**config.mk**
```make
export PLATFORM = sky130hd
export DESIGN_NAME = cpu6Soc
export DESIGN_NICKNAME = d
export VERILOG_FILES = /design/src/hw/cpu6Pkg.sv /design/src/hw/cpu6Soc.sv /design/src/hw/cpu6Timer.sv /design/src/hw/cpu6Core.sv /design/src/hw/cpu6Datapath.sv /design/src/hw/cpu6Excp.sv /design/src/hw/cpu6Controller.sv
export SDC_FILE = /design/constraint.sdc
export NUM_CORES = 2
export LEC_CHECK = 0
export BUFFER_PORTS_ARGS = -buffer_cell sky130_fd_sc_hd__buf_2
export CORE_MARGIN = 10
export CORE_UTILIZATION = 40
export DETAILED_ROUTE_END_ITERATION = 12
export GPL_TIMING_DRIVEN = 0
export SYNTH_ARGS = -nofsm -noshare
export SYNTH_HDL_FRONTEND = slang
export SYNTH_HIERARCHICAL = 1
export SYNTH_SLANG_ARGS = --single-unit
```
**constraint.sdc**
```tcl
create_clock -name clk -period 13.9 [get_ports clk]
set_input_delay 2.78 -clock clk [delete_from_list [all_inputs] [get_ports clk]]
set_output_delay 2.78 -clock clk [all_outputs]
set_load 0.02 [all_outputs]
```
**src/hw/cpu6Pkg.sv**
```systemverilog
package cpu6Pkg;

   localparam int Xlen = 32;

   typedef logic [Xlen-1:0] wordT;
   typedef logic [4:0]      regIdxT;
   typedef logic [3:0]      aluCtrlT;
   typedef logic [2:0]      branchT;
   typedef logic [2:0]      immSelT;
   typedef logic [1:0]      csrOpT;
   typedef logic [11:0]     csrAddrT;

   // addi x0,x0,0
   localparam wordT Nop      = 32'h0000_0013;
   localparam wordT ResetVec = 32'h0000_0000;

   // major opcodes, instr[6:0]
   localparam logic [6:0] OpLui    = 7'b0110111;
   localparam logic [6:0] OpAuipc  = 7'b0010111;
   localparam logic [6:0] OpJal    = 7'b1101111;
   localparam logic [6:0] OpJalr   = 7'b1100111;
   localparam logic [6:0] OpBranch = 7'b1100011;
   localparam logic [6:0] OpLoad   = 7'b0000011;
   localparam logic [6:0] OpStore  = 7'b0100011;
   localparam logic [6:0] OpImm    = 7'b0010011;
   localparam logic [6:0] OpReg    = 7'b0110011;
   localparam logic [6:0] OpSystem = 7'b1110011;

   localparam aluCtrlT AluAdd   = 4'd0;
   localparam aluCtrlT AluSub   = 4'd1;
   localparam aluCtrlT AluAnd   = 4'd2;
   localparam aluCtrlT AluOr    = 4'd3;
   localparam aluCtrlT AluXor   = 4'd4;
   localparam aluCtrlT AluSll   = 4'd5;
   localparam aluCtrlT AluSrl   = 4'd6;
   localparam aluCtrlT AluSra   = 4'd7;
   localparam aluCtrlT AluSlt   = 4'd8;
   localparam aluCtrlT AluSltu  = 4'd9;
   localparam aluCtrlT AluPassB = 4'd10;

   localparam branchT BrNone = 3'd0;
   localparam branchT BrEq   = 3'd1;
   localparam branchT BrNe   = 3'd2;
   localparam branchT BrLt   = 3'd3;
   localparam branchT BrGe   = 3'd4;
   localparam branchT BrLtu  = 3'd5;
   localparam branchT BrGeu  = 3'd6;

   localparam immSelT ImmI   = 3'd0;
   localparam immSelT ImmS   = 3'd1;
   localparam immSelT ImmB   = 3'd2;
   localparam immSelT ImmU   = 3'd3;
   localparam immSelT ImmJ   = 3'd4;
   // zero-extended rs1 field of csrrwi/csrrsi/csrrci
   localparam immSelT ImmCsr = 3'd5;

   localparam csrOpT CsrNone  = 2'd0;
   localparam csrOpT CsrWrite = 2'd1;
   localparam csrOpT CsrSet   = 2'd2;
   localparam csrOpT CsrClear = 2'd3;

   localparam csrAddrT CsrMstatus = 12'h300;
   localparam csrAddrT CsrMie     = 12'h304;
   localparam csrAddrT CsrMtvec   = 12'h305;
   localparam csrAddrT CsrMepc    = 12'h341;
   localparam csrAddrT CsrMcause  = 12'h342;

   // interrupt causes carry the top bit
   localparam wordT CauseIllegal  = 32'h0000_0002;
   localparam wordT CauseTimer    = 32'h8000_0007;
   localparam wordT CauseExternal = 32'h8000_000B;

   // mtime at TimerBase, mtimecmp at TimerBase+4
   localparam wordT TimerBase = 32'h1000_0000;

endpackage
```
**src/hw/cpu6Soc.sv**
```systemverilog
`timescale 1ns/1ps

module cpu6Soc (
   input  logic          clk,
   input  logic          rstN,
   input  cpu6Pkg::wordT instr,
   input  cpu6Pkg::wordT readData,
   input  logic          extIrq,
   output cpu6Pkg::wordT instrAddr,
   output cpu6Pkg::wordT dataAddr,
   output cpu6Pkg::wordT writeData,
   output logic          memWrite,
   output logic          memRead
);
   import cpu6Pkg::*;

   wordT coreAddr;
   wordT coreRdata;
   wordT tmrRdata;
   logic coreWrite;
   logic coreRead;
   logic tmrHit;
   logic tmrIrq;

   // timer occupies a 16-byte window
   assign tmrHit = (coreAddr[Xlen-1:4] == TimerBase[Xlen-1:4]);

   assign dataAddr  = coreAddr;
   assign memWrite  = coreWrite & ~tmrHit;
   assign memRead   = coreRead & ~tmrHit;
   assign coreRdata = tmrHit ? tmrRdata : readData;

   cpu6Core uCore (
      .clk       (clk),
      .rstN      (rstN),
      .instr     (instr),
      .readData  (coreRdata),
      .tmrIrq    (tmrIrq),
      .extIrq    (extIrq),
      .pcF       (instrAddr),
      .dataAddr  (coreAddr),
      .writeData (writeData),
      .memWrite  (coreWrite),
      .memRead   (coreRead)
   );

   cpu6Timer uTimer (
      .clk       (clk),
      .rstN      (rstN),
      .sel       (tmrHit),
      .write     (coreWrite),
      .addrLow   (coreAddr[2]),
      .writeData (writeData),
      .readData  (tmrRdata),
      .tmrIrq    (tmrIrq)
   );

endmodule

```
**src/hw/cpu6Timer.sv**
```systemverilog
`timescale 1ns/1ps

module cpu6Timer (
   input  logic          clk,
   input  logic          rstN,
   input  logic          sel,
   input  logic          write,
   input  logic          addrLow,
   input  cpu6Pkg::wordT writeData,
   output cpu6Pkg::wordT readData,
   output logic          tmrIrq
);
   import cpu6Pkg::*;

   wordT mtime;
   wordT mtimecmp;

   always_ff @(posedge clk) begin
      if (!rstN)
         mtime <= '0;
      else
         mtime <= mtime + wordT'(1);
   end

   // all ones keeps the interrupt quiet until software arms it
   always_ff @(posedge clk) begin
      if (!rstN)
         mtimecmp <= '1;
      else if (sel && write && addrLow)
         mtimecmp <= writeData;
   end

   assign readData = sel ? (addrLow ? mtimecmp : mtime) : '0;
   assign tmrIrq   = (mtime >= mtimecmp);

endmodule

```
**src/hw/cpu6Core.sv**
```systemverilog
`timescale 1ns/1ps

module cpu6Core (
   input  logic          clk,
   input  logic          rstN,
   input  cpu6Pkg::wordT instr,
   input  cpu6Pkg::wordT readData,
   input  logic          tmrIrq,
   input  logic          extIrq,
   output cpu6Pkg::wordT pcF,
   output cpu6Pkg::wordT dataAddr,
   output cpu6Pkg::wordT writeData,
   output logic          memWrite,
   output logic          memRead
);
   import cpu6Pkg::*;

   // decode stage
   wordT    instrD;
   logic    regWriteD;
   logic    memWriteD;
   logic    memToRegD;
   logic    aluSrcImmD;
   logic    jumpD;
   logic    jalrD;
   logic    auipcD;
   logic    luiD;
   logic    mretD;
   branchT  branchTypeD;
   aluCtrlT aluCtrlD;
   immSelT  immSelD;
   csrOpT   csrOpD;
   logic    csrUimmD;
   logic    illInstrD;
   logic    decValid;
   logic    stallD;
   logic    flushE;
   wordT    pcNext;

   // execute stage
   logic    validE;
   wordT    pcE;
   wordT    instrE;
   logic    regWriteE;
   logic    memWriteE;
   logic    memToRegE;
   logic    aluSrcImmE;
   logic    jumpE;
   logic    jalrE;
   logic    auipcE;
   logic    luiE;
   branchT  branchTypeE;
   aluCtrlT aluCtrlE;
   immSelT  immSelE;
   csrOpT   csrOpE;
   logic    csrUimmE;
   wordT    pcNextE;
   logic    pcSrcE;
   logic    csrInE;

   // trap unit and CSR state
   logic    flushPcEna;
   logic    trapEna;
   logic    irqTake;
   logic    mretTake;
   wordT    flushPc;
   wordT    trapCause;
   wordT    trapPc;
   wordT    mtvec;
   wordT    mepc;
   logic    mstatusMie;
   logic    mieMtie;
   logic    mieMeie;

   // the interrupted word is dropped and re-fetched after mret
   assign instrD = irqTake ? Nop : instr;

   // a taken branch in execute kills whatever sits in decode
   assign decValid = ~pcSrcE;
   // decode waits one cycle behind any CSR access
   assign stallD = csrInE;
   assign flushE = pcSrcE | flushPcEna | stallD;

   cpu6Controller uController (
      .instr      (instrD),
      .regWrite   (regWriteD),
      .memWrite   (memWriteD),
      .memToReg   (memToRegD),
      .aluSrcImm  (aluSrcImmD),
      .jump       (jumpD),
      .jalr       (jalrD),
      .auipc      (auipcD),
      .lui        (luiD),
      .mret       (mretD),
      .branchType (branchTypeD),
      .aluCtrl    (aluCtrlD),
      .immSel     (immSelD),
      .csrOp      (csrOpD),
      .csrUimm    (csrUimmD),
      .illInstr   (illInstrD)
   );

   cpu6Excp uExcp (
      .decValid (decValid),
      .illInstr (illInstrD),
      .mret     (mretD),
      .holdTrap (csrInE),
      .pcD      (pcF),
      .*
   );

   cpu6Datapath uDatapath (.*);

   always_comb begin
      if (pcSrcE)
         pcNext = pcNextE;
      else if (flushPcEna)
         pcNext = flushPc;
      else
         pcNext = pcF + wordT'(4);
   end

   always_ff @(posedge clk) begin
      if (!rstN)
         pcF <= ResetVec;
      else if (!stallD)
         pcF <= pcNext;
   end

   always_ff @(posedge clk) begin
      if (!rstN)
         validE <= 1'b0;
      else
         validE <= ~flushE;
   end

   // payload follows decode unless held; validE decides if it runs
   always_ff @(posedge clk) begin
      if (!stallD) begin
         pcE         <= pcF;
         instrE      <= instrD;
         regWriteE   <= regWriteD;
         memWriteE   <= memWriteD;
         memToRegE   <= memToRegD;
         aluSrcImmE  <= aluSrcImmD;
         jumpE       <= jumpD;
         jalrE       <= jalrD;
         auipcE      <= auipcD;
         luiE        <= luiD;
         branchTypeE <= branchTypeD;
         aluCtrlE    <= aluCtrlD;
         immSelE     <= immSelD;
         csrOpE      <= csrOpD;
         csrUimmE    <= csrUimmD;
      end
   end

endmodule

```
**src/hw/cpu6Datapath.sv**
```systemverilog
`timescale 1ns/1ps

module cpu6Datapath (
   input  logic             clk,
   input  logic             rstN,
   input  logic             validE,
   input  logic             regWriteE,
   input  logic             memWriteE,
   input  logic             memToRegE,
   input  logic             aluSrcImmE,
   input  logic             jumpE,
   input  logic             jalrE,
   input  logic             auipcE,
   input  logic             luiE,
   input  cpu6Pkg::branchT  branchTypeE,
   input  cpu6Pkg::aluCtrlT aluCtrlE,
   input  cpu6Pkg::immSelT  immSelE,
   input  cpu6Pkg::csrOpT   csrOpE,
   input  logic             csrUimmE,
   input  cpu6Pkg::wordT    pcE,
   input  cpu6Pkg::wordT    instrE,
   input  logic             trapEna,
   input  cpu6Pkg::wordT    trapCause,
   input  cpu6Pkg::wordT    trapPc,
   input  logic             mretTake,
   input  cpu6Pkg::wordT    readData,
   output cpu6Pkg::wordT    pcNextE,
   output logic             pcSrcE,
   output logic             csrInE,
   output cpu6Pkg::wordT    dataAddr,
   output cpu6Pkg::wordT    writeData,
   output logic             memWrite,
   output logic             memRead,
   output cpu6Pkg::wordT    mtvec,
   output cpu6Pkg::wordT    mepc,
   output logic             mstatusMie,
   output logic             mieMtie,
   output logic             mieMeie
);
   import cpu6Pkg::*;

   wordT    regFile [0:31];
   regIdxT  rs1Idx;
   regIdxT  rs2Idx;
   regIdxT  rdIdx;
   csrAddrT csrAddr;
   wordT    rs1;
   wordT    rs2;
   wordT    imm;
   wordT    aluA;
   wordT    aluB;
   wordT    aluResult;
   wordT    wbData;
   wordT    csrOld;
   wordT    csrNew;
   wordT    mcause;
   logic    mpie;
   logic    taken;

   assign rs1Idx  = instrE[19:15];
   assign rs2Idx  = instrE[24:20];
   assign rdIdx   = instrE[11:7];
   assign csrAddr = instrE[31:20];

   assign rs1 = (rs1Idx == '0) ? '0 : regFile[rs1Idx];
   assign rs2 = (rs2Idx == '0) ? '0 : regFile[rs2Idx];

   always_comb begin
      case (immSelE)
         ImmI:    imm = {{20{instrE[31]}}, instrE[31:20]};
         ImmS:    imm = {{20{instrE[31]}}, instrE[31:25], instrE[11:7]};
         ImmB:    imm = {{19{instrE[31]}}, instrE[31], instrE[7], instrE[30:25],
                         instrE[11:8], 1'b0};
         ImmU:    imm = {instrE[31:12], 12'b0};
         ImmJ:    imm = {{11{instrE[31]}}, instrE[31], instrE[19:12], instrE[20],
                         instrE[30:21], 1'b0};
         ImmCsr:  imm = {27'b0, instrE[19:15]};
         default: imm = '0;
      endcase
   end

   // for CSR instructions the ALU passes the source operand through
   assign aluA = luiE ? '0 : (auipcE ? pcE : rs1);
   assign aluB = (csrOpE != CsrNone) ? (csrUimmE ? imm : rs1) : (aluSrcImmE ? imm : rs2);

   always_comb begin
      case (aluCtrlE)
         AluSub:   aluResult = aluA - aluB;
         AluAnd:   aluResult = aluA & aluB;
         AluOr:    aluResult = aluA | aluB;
         AluXor:   aluResult = aluA ^ aluB;
         AluSll:   aluResult = aluA << aluB[4:0];
         AluSrl:   aluResult = aluA >> aluB[4:0];
         AluSra:   aluResult = $signed(aluA) >>> aluB[4:0];
         AluSlt:   aluResult = {{(Xlen-1){1'b0}}, $signed(aluA) < $signed(aluB)};
         AluSltu:  aluResult = {{(Xlen-1){1'b0}}, aluA < aluB};
         AluPassB: aluResult = aluB;
         default:  aluResult = aluA + aluB;
      endcase
   end

   always_comb begin
      case (branchTypeE)
         BrEq:    taken = (rs1 == rs2);
         BrNe:    taken = (rs1 != rs2);
         BrLt:    taken = ($signed(rs1) < $signed(rs2));
         BrGe:    taken = ($signed(rs1) >= $signed(rs2));
         BrLtu:   taken = (rs1 < rs2);
         BrGeu:   taken = (rs1 >= rs2);
         default: taken = 1'b0;
      endcase
   end

   assign pcSrcE  = validE & (jumpE | taken);
   assign pcNextE = jalrE ? ((rs1 + imm) & ~wordT'(1)) : (pcE + imm);

   assign dataAddr  = aluResult;
   assign writeData = rs2;
   assign memWrite  = validE & memWriteE;
   assign memRead   = validE & memToRegE;

   assign csrInE = validE & (csrOpE != CsrNone);

   always_comb begin
      case (csrAddr)
         CsrMstatus: csrOld = {24'b0, mpie, 3'b0, mstatusMie, 3'b0};
         CsrMie:     csrOld = {20'b0, mieMeie, 3'b0, mieMtie, 7'b0};
         CsrMtvec:   csrOld = mtvec;
         CsrMepc:    csrOld = mepc;
         CsrMcause:  csrOld = mcause;
         default:    csrOld = '0;
      endcase
      case (csrOpE)
         CsrWrite: csrNew = aluResult;
         CsrSet:   csrNew = csrOld | aluResult;
         CsrClear: csrNew = csrOld & ~aluResult;
         default:  csrNew = csrOld;
      endcase
   end

   always_comb begin
      if (memToRegE)
         wbData = readData;
      else if (jumpE)
         wbData = pcE + wordT'(4);
      else if (csrOpE != CsrNone)
         wbData = csrOld;
      else
         wbData = aluResult;
   end

   // all registers start from zero
   always_ff @(posedge clk) begin
      if (!rstN) begin
         for (int i = 0; i < 32; i++)
            regFile[i] <= '0;
      end else if (validE && regWriteE && rdIdx != '0) begin
         regFile[rdIdx] <= wbData;
      end
   end

   // trap entry and mret share the edge with decode, never with a CSR access
   always_ff @(posedge clk) begin
      if (!rstN) begin
         mstatusMie <= 1'b0;
         mpie       <= 1'b0;
         mieMtie    <= 1'b0;
         mieMeie    <= 1'b0;
         mtvec      <= ResetVec;
         mcause     <= '0;
      end else if (trapEna) begin
         mpie       <= mstatusMie;
         mstatusMie <= 1'b0;
         mcause     <= trapCause;
      end else if (mretTake) begin
         mstatusMie <= mpie;
         mpie       <= 1'b1;
      end else if (csrInE) begin
         case (csrAddr)
            CsrMstatus: begin
               mstatusMie <= csrNew[3];
               mpie       <= csrNew[7];
            end
            CsrMie: begin
               mieMtie <= csrNew[7];
               mieMeie <= csrNew[11];
            end
            // direct mode only
            CsrMtvec:  mtvec  <= {csrNew[Xlen-1:2], 2'b00};
            CsrMcause: mcause <= csrNew;
            default:   mcause <= mcause;
         endcase
      end
   end

   always_ff @(posedge clk) begin
      if (trapEna)
         mepc <= trapPc;
      else if (csrInE && csrAddr == CsrMepc)
         mepc <= csrNew;
   end

endmodule

```
**src/hw/cpu6Excp.sv**
```systemverilog
`timescale 1ns/1ps

module cpu6Excp (
   input  logic          clk,
   input  logic          rstN,
   input  logic          decValid,
   input  logic          illInstr,
   input  logic          mret,
   input  logic          holdTrap,
   input  logic          tmrIrq,
   input  logic          extIrq,
   input  logic          mstatusMie,
   input  logic          mieMtie,
   input  logic          mieMeie,
   input  cpu6Pkg::wordT pcD,
   input  cpu6Pkg::wordT mtvec,
   input  cpu6Pkg::wordT mepc,
   output logic          flushPcEna,
   output logic          trapEna,
   output logic          irqTake,
   output logic          mretTake,
   output cpu6Pkg::wordT flushPc,
   output cpu6Pkg::wordT trapCause,
   output cpu6Pkg::wordT trapPc
);
   import cpu6Pkg::*;

   logic tmrIrqR;
   logic extIrqR;
   logic extPend;
   logic tmrPend;
   logic accept;

   // interrupt lines are sampled once before use
   always_ff @(posedge clk) begin
      if (!rstN) begin
         tmrIrqR <= 1'b0;
         extIrqR <= 1'b0;
      end else begin
         tmrIrqR <= tmrIrq;
         extIrqR <= extIrq;
      end
   end

   assign extPend = mstatusMie & mieMeie & extIrqR;
   assign tmrPend = mstatusMie & mieMtie & tmrIrqR;

   // nothing is taken on a flushed slot or while a CSR access finishes
   assign accept = decValid & ~holdTrap;

   // priority: external, timer, illegal, mret
   assign irqTake  = accept & (extPend | tmrPend);
   assign trapEna  = irqTake | (accept & illInstr);
   assign mretTake = accept & mret & ~(extPend | tmrPend);

   assign trapCause = extPend ? CauseExternal : (tmrPend ? CauseTimer : CauseIllegal);
   assign trapPc    = pcD;

   assign flushPcEna = trapEna | mretTake;
   assign flushPc    = mretTake ? mepc : mtvec;

endmodule

```
**src/hw/cpu6Controller.sv**
```systemverilog
`timescale 1ns/1ps

module cpu6Controller (
   input  cpu6Pkg::wordT    instr,
   output logic             regWrite,
   output logic             memWrite,
   output logic             memToReg,
   output logic             aluSrcImm,
   output logic             jump,
   output logic             jalr,
   output logic             auipc,
   output logic             lui,
   output logic             mret,
   output cpu6Pkg::branchT  branchType,
   output cpu6Pkg::aluCtrlT aluCtrl,
   output cpu6Pkg::immSelT  immSel,
   output cpu6Pkg::csrOpT   csrOp,
   output logic             csrUimm,
   output logic             illInstr
);
   import cpu6Pkg::*;

   logic [6:0] opcode;
   logic [2:0] funct3;
   logic [6:0] funct7;
   logic       isReg;
   logic       alt;
   logic       csrKnown;

   assign opcode = instr[6:0];
   assign funct3 = instr[14:12];
   assign funct7 = instr[31:25];
   assign isReg  = (opcode == OpReg);
   assign alt    = (funct7 == 7'b0100000);

   // only the five machine-mode CSRs exist
   assign csrKnown = instr[31:20] inside {CsrMstatus, CsrMie, CsrMtvec, CsrMepc, CsrMcause};

   always_comb begin
      regWrite   = 1'b0;
      memWrite   = 1'b0;
      memToReg   = 1'b0;
      aluSrcImm  = 1'b0;
      jump       = 1'b0;
      jalr       = 1'b0;
      auipc      = 1'b0;
      lui        = 1'b0;
      mret       = 1'b0;
      branchType = BrNone;
      aluCtrl    = AluAdd;
      immSel     = ImmI;
      csrOp      = CsrNone;
      csrUimm    = 1'b0;
      illInstr   = 1'b0;
      case (opcode)
         OpLui, OpAuipc: begin
            regWrite = 1'b1;
            aluSrcImm = 1'b1;
            immSel = ImmU;
            lui = (opcode == OpLui);
            auipc = (opcode == OpAuipc);
         end
         OpJal: begin
            regWrite = 1'b1;
            jump = 1'b1;
            immSel = ImmJ;
         end
         OpJalr: begin
            regWrite = 1'b1;
            jump = 1'b1;
            jalr = 1'b1;
            illInstr = (funct3 != 3'b000);
         end
         OpBranch: begin
            immSel = ImmB;
            case (funct3)
               3'b000: branchType = BrEq;
               3'b001: branchType = BrNe;
               3'b100: branchType = BrLt;
               3'b101: branchType = BrGe;
               3'b110: branchType = BrLtu;
               3'b111: branchType = BrGeu;
               default: illInstr = 1'b1;
            endcase
         end
         OpLoad, OpStore: begin
            // word accesses only
            regWrite = (opcode == OpLoad);
            memToReg = (opcode == OpLoad);
            memWrite = (opcode == OpStore);
            aluSrcImm = 1'b1;
            immSel = (opcode == OpStore) ? ImmS : ImmI;
            illInstr = (funct3 != 3'b010);
         end
         OpImm, OpReg: begin
            regWrite = 1'b1;
            aluSrcImm = ~isReg;
            case (funct3)
               3'b000: aluCtrl = (isReg && alt) ? AluSub : AluAdd;
               3'b001: aluCtrl = AluSll;
               3'b010: aluCtrl = AluSlt;
               3'b011: aluCtrl = AluSltu;
               3'b100: aluCtrl = AluXor;
               3'b101: aluCtrl = alt ? AluSra : AluSrl;
               3'b110: aluCtrl = AluOr;
               default: aluCtrl = AluAnd;
            endcase
            // funct7 is only an immediate for non-shift OP-IMM
            if ((isReg || funct3 == 3'b001 || funct3 == 3'b101) && funct7 != 7'b0 &&
                !(alt && (funct3 == 3'b101 || (isReg && funct3 == 3'b000))))
               illInstr = 1'b1;
         end
         OpSystem: begin
            if (instr == 32'h3020_0073) begin
               mret = 1'b1;
            end else begin
               regWrite = 1'b1;
               immSel = ImmCsr;
               aluCtrl = AluPassB;
               csrUimm = funct3[2];
               case (funct3[1:0])
                  2'b01: csrOp = CsrWrite;
                  2'b10: csrOp = CsrSet;
                  2'b11: csrOp = CsrClear;
                  default: illInstr = 1'b1;
               endcase
               if (!csrKnown)
                  illInstr = 1'b1;
            end
         end
         default: illInstr = 1'b1;
      endcase
      // an illegal word must leave no trace in the machine
      if (illInstr) begin
         regWrite = 1'b0;
         memWrite = 1'b0;
         memToReg = 1'b0;
         jump = 1'b0;
         jalr = 1'b0;
         mret = 1'b0;
         branchType = BrNone;
         csrOp = CsrNone;
      end
   end

endmodule

```
==> flow_summary.toml <==
[cts]
cts_tree = "yes"
ctsLongestPathBuffers = 3
clkTransAtPathRegs_ns = 0.06
ctsRootBufferMaster = "clkbuf_16"
h-tree-depth = 4
postCtsHoldBufs = 0
cts_buffers = 147
clock_latency_ns = 0.84
clkSinkCount = 1299

[global_route]
globalRoute.totalOverflow = 0
grt_pass1_vias = 74200
antenna_found_initial = 42
grt_max_degree = 48
grtUsageTotal = 0.399
grt_pass1_wl_mm = 648

[cells_and_area]
final_cell_count_no_fill = 11400
drive_gt1_frac = 0.199
final_nets = 8676
area_growth_pct = 12.9
nFillCells = 20100

[worst_hold_path]
min-delay-start = "uCore/uDatapath/mtvec[31]$_SDFFE_PN0P_"
worstHoldEndpoint = "uCore/uDatapath/mtvec[31]$_SDFFE_PN0P_"
whs_path_depth = 2
hold_class = "reg -> reg"

[power_and_ir_drop]
power.density_nw_per_um2 = 128
ir_drop_uv = 140
total_power_mw = 12.5
p_leak_nw = 37.0

[setup_path]
rrSetupSlack_ns = 0.22
endpoint_kind = "primary output"
arrival_ns = 11.45
worstPathMaxFanout = 15
crit_type = "reg -> out"
rr_endpoint = "uCore/uDatapath/mtvec[8]$_SDFFE_PN0P_"
r2r_cells = 44
startpoint = "uCore/instrE[17]$_DFFE_PN_"
r2r_start = "uCore/instrE[21]$_DFFE_PN_"
crit_required_ns = 11.12
worstSetupStartpointType = "register"

[floorplan]
ios = 165
core-area_um2 = 215000
die_w_um = 485
row_count = 170
fp.dieH_um = 485
die-area_um2 = 235000
initial_core_util = 0.402

[sta]
finalWorstSetupSlack_ns = -0.326
fin_crit_ns = 14.23
slew_headroom = -0.0785
finClkSkew_ns = 0.0691
fmax_ghz = 0.0703
finalSetupViolations = 2
drv_slew = 73
finalHoldViolations = 0
period_share = 1.02
worst_slew_pin_slew_ns = 1.62

[synthesis]
syn_area_um2 = 86400
syn_avg_cell_area_um2 = 10.9
yosys_warnings = 6
synthCells = 7940

[routing]
first_iter_violations = 14900
wl_mm = 491
firstDrtPassIters = 10
vias = 80300
postRouteAntennaNets = 0
viasPerCell = 7.05
drcViolationCount = 0
wl_per_cell_um = 43.2

[place]
place_ws_ns = -2.15
dpl.hpwl_mm = 363
numPortBuffers = 164
dp.cells = 11100
place_congestion = 1.07

[status]
outcome = "finished with violations"
violations = "capacitance limit, slew limit, setup timing"

[run]
drv_cap = 11
[where the power goes]
part	switching [mW]	leakage, nW	internal [mW]	total (mW)
clock network	1.77	2.22	2.07	3.84
logic	3.09	21.6	1.16	4.25
registers	0.0759	13.2	4.35	4.43
[routing by layer]
metal	wire length (um)	up-vias	track usage	share of wire
li1	-	30900	-	-
met1	162000	39600	0.462	0.33
met2	204000	7734	0.582	0.42
met3	71400	2007	0.155	0.15
met4	53000	26	0.332	0.11
met5	447	-	0.00367	0.00091
[final cells by class]
type | instances | area (um^2) | area share
Antenna cell | 41 | 103 | 0.00105
Buffer | 756 | 4550 | 0.0466
Clock buffer | 178 | 3840 | 0.0394
Clock inverter | 90 | 790 | 0.00810
Inverter | 236 | 893 | 0.00916
Multi-Input combinational cell | 5708 | 44500 | 0.456
Sequential cell | 1299 | 37400 | 0.383
Tap cell | 2838 | 3550 | 0.0364
Timing Repair Buffer | 236 | 1950 | 0.0200
[worst max-delay path, cell delays in order, from the launching register on]
cell	delay, ns
edfxtp_1	0.31
buf_2	0.24
clkbuf_1	0.92
clkbuf_1	0.96
clkdlybuf4s15_1	1.13
nand2_1	0.13
a32oi_1	0.25
nand3_1	0.42
o21ai_1	1.27
ha_1	0.50
nor3_1	0.32
nand2_1	0.14
o21ai_2	0.46
nand3_1	0.27
a311oi_1	0.44
o21ai_0	0.29
a21oi_1	0.33
mux2i_1	0.29
nor3_4	0.42
inv_1	0.12
nor4b_1	0.39
nand3_2	0.19
nor2_8	0.15
buf_12	0.16
buf_12	0.18
nor2b_1	0.08
buf_2	0.16
[how the worst max path moves through the flow]
stage	end	slack [ns]	cells after the start
global route	memWrite	-0.0006	36
global placement	uCore/uDatapath/mepc[21]$_DFFE_PP_	-4.83	35
floorplan	memRead	3.74	34
detailed placement	uCore/uDatapath/mepc[21]$_DFFE_PP_	-2.15	41
CTS	memRead	0.005	33
finish	memRead	-0.33	26
[placed cells by master (no fill, tap or decap), drive strengths merged, types with 41 or more instances in the layout]
| master | instances |
|---|---|
| inv | 236 |
| edfxtp | 1134 |
| buf | 636 |
| xnor2 | 91 |
| diode | 41 |
| nor3 | 87 |
| nor2b | 110 |
| nor4 | 45 |
| mux2i | 328 |
| o211ai | 95 |
| mux4 | 480 |
| a21oi | 452 |
| mux2 | 113 |
| ha | 221 |
| nand2 | 522 |
| a211oi | 180 |
| xor2 | 56 |
| a21o | 91 |
| a22oi | 84 |
| nand3 | 122 |
| a22o | 47 |
| nand4 | 49 |
| o22ai | 57 |
| nor2 | 1320 |
| conb | 62 |
| and3 | 65 |
| clkinv | 80 |
| dfxtp | 165 |
| o21ai | 343 |
| clkbuf | 521 |
| nand2b | 48 |
[through the flow]
stage | hold WS, ns | util | TNS, ns | cell area, um^2
floorplan | 0.442 | - | 0 | 86600
global placement | 0.457 | 0.424 | -2607.34 | 91000
detailed placement | 0.467 | 0.429 | -524.71 | 92200
CTS | 0.475 | 0.452 | 0 | 97100
global route | 0.491 | 0.454 | -0.000587 | 97400
finish | 0.473 | 0.454 | -0.638 | 97500
[what timing repair did]
action / 4_1_cts / 5_1_grt
hold endpoints to repair: 0 / 0
resized for setup: 81 / 58
pin swaps: 4 / 1
endpoints found under the setup margin: 983 / 134
setup buffers: 8 / 5
[state kept, by name, summed over array words and instances (netlist names), 2 cells and up]
register	flops
uCore/immSelE	3
uCore/pcF	32
uCore/csrOpE	2
uCore/instrE	25
uCore/uDatapath/regFile	1024
uTimer/mtime	32
uCore/uDatapath/mepc	32
uCore/branchTypeE	3
uCore/aluCtrlE	4
uCore/uDatapath/mtvec	30
uCore/uDatapath/mcause	32
uTimer/mtimecmp	32
uCore/pcE	32
(Power assumes the default switching activity.)
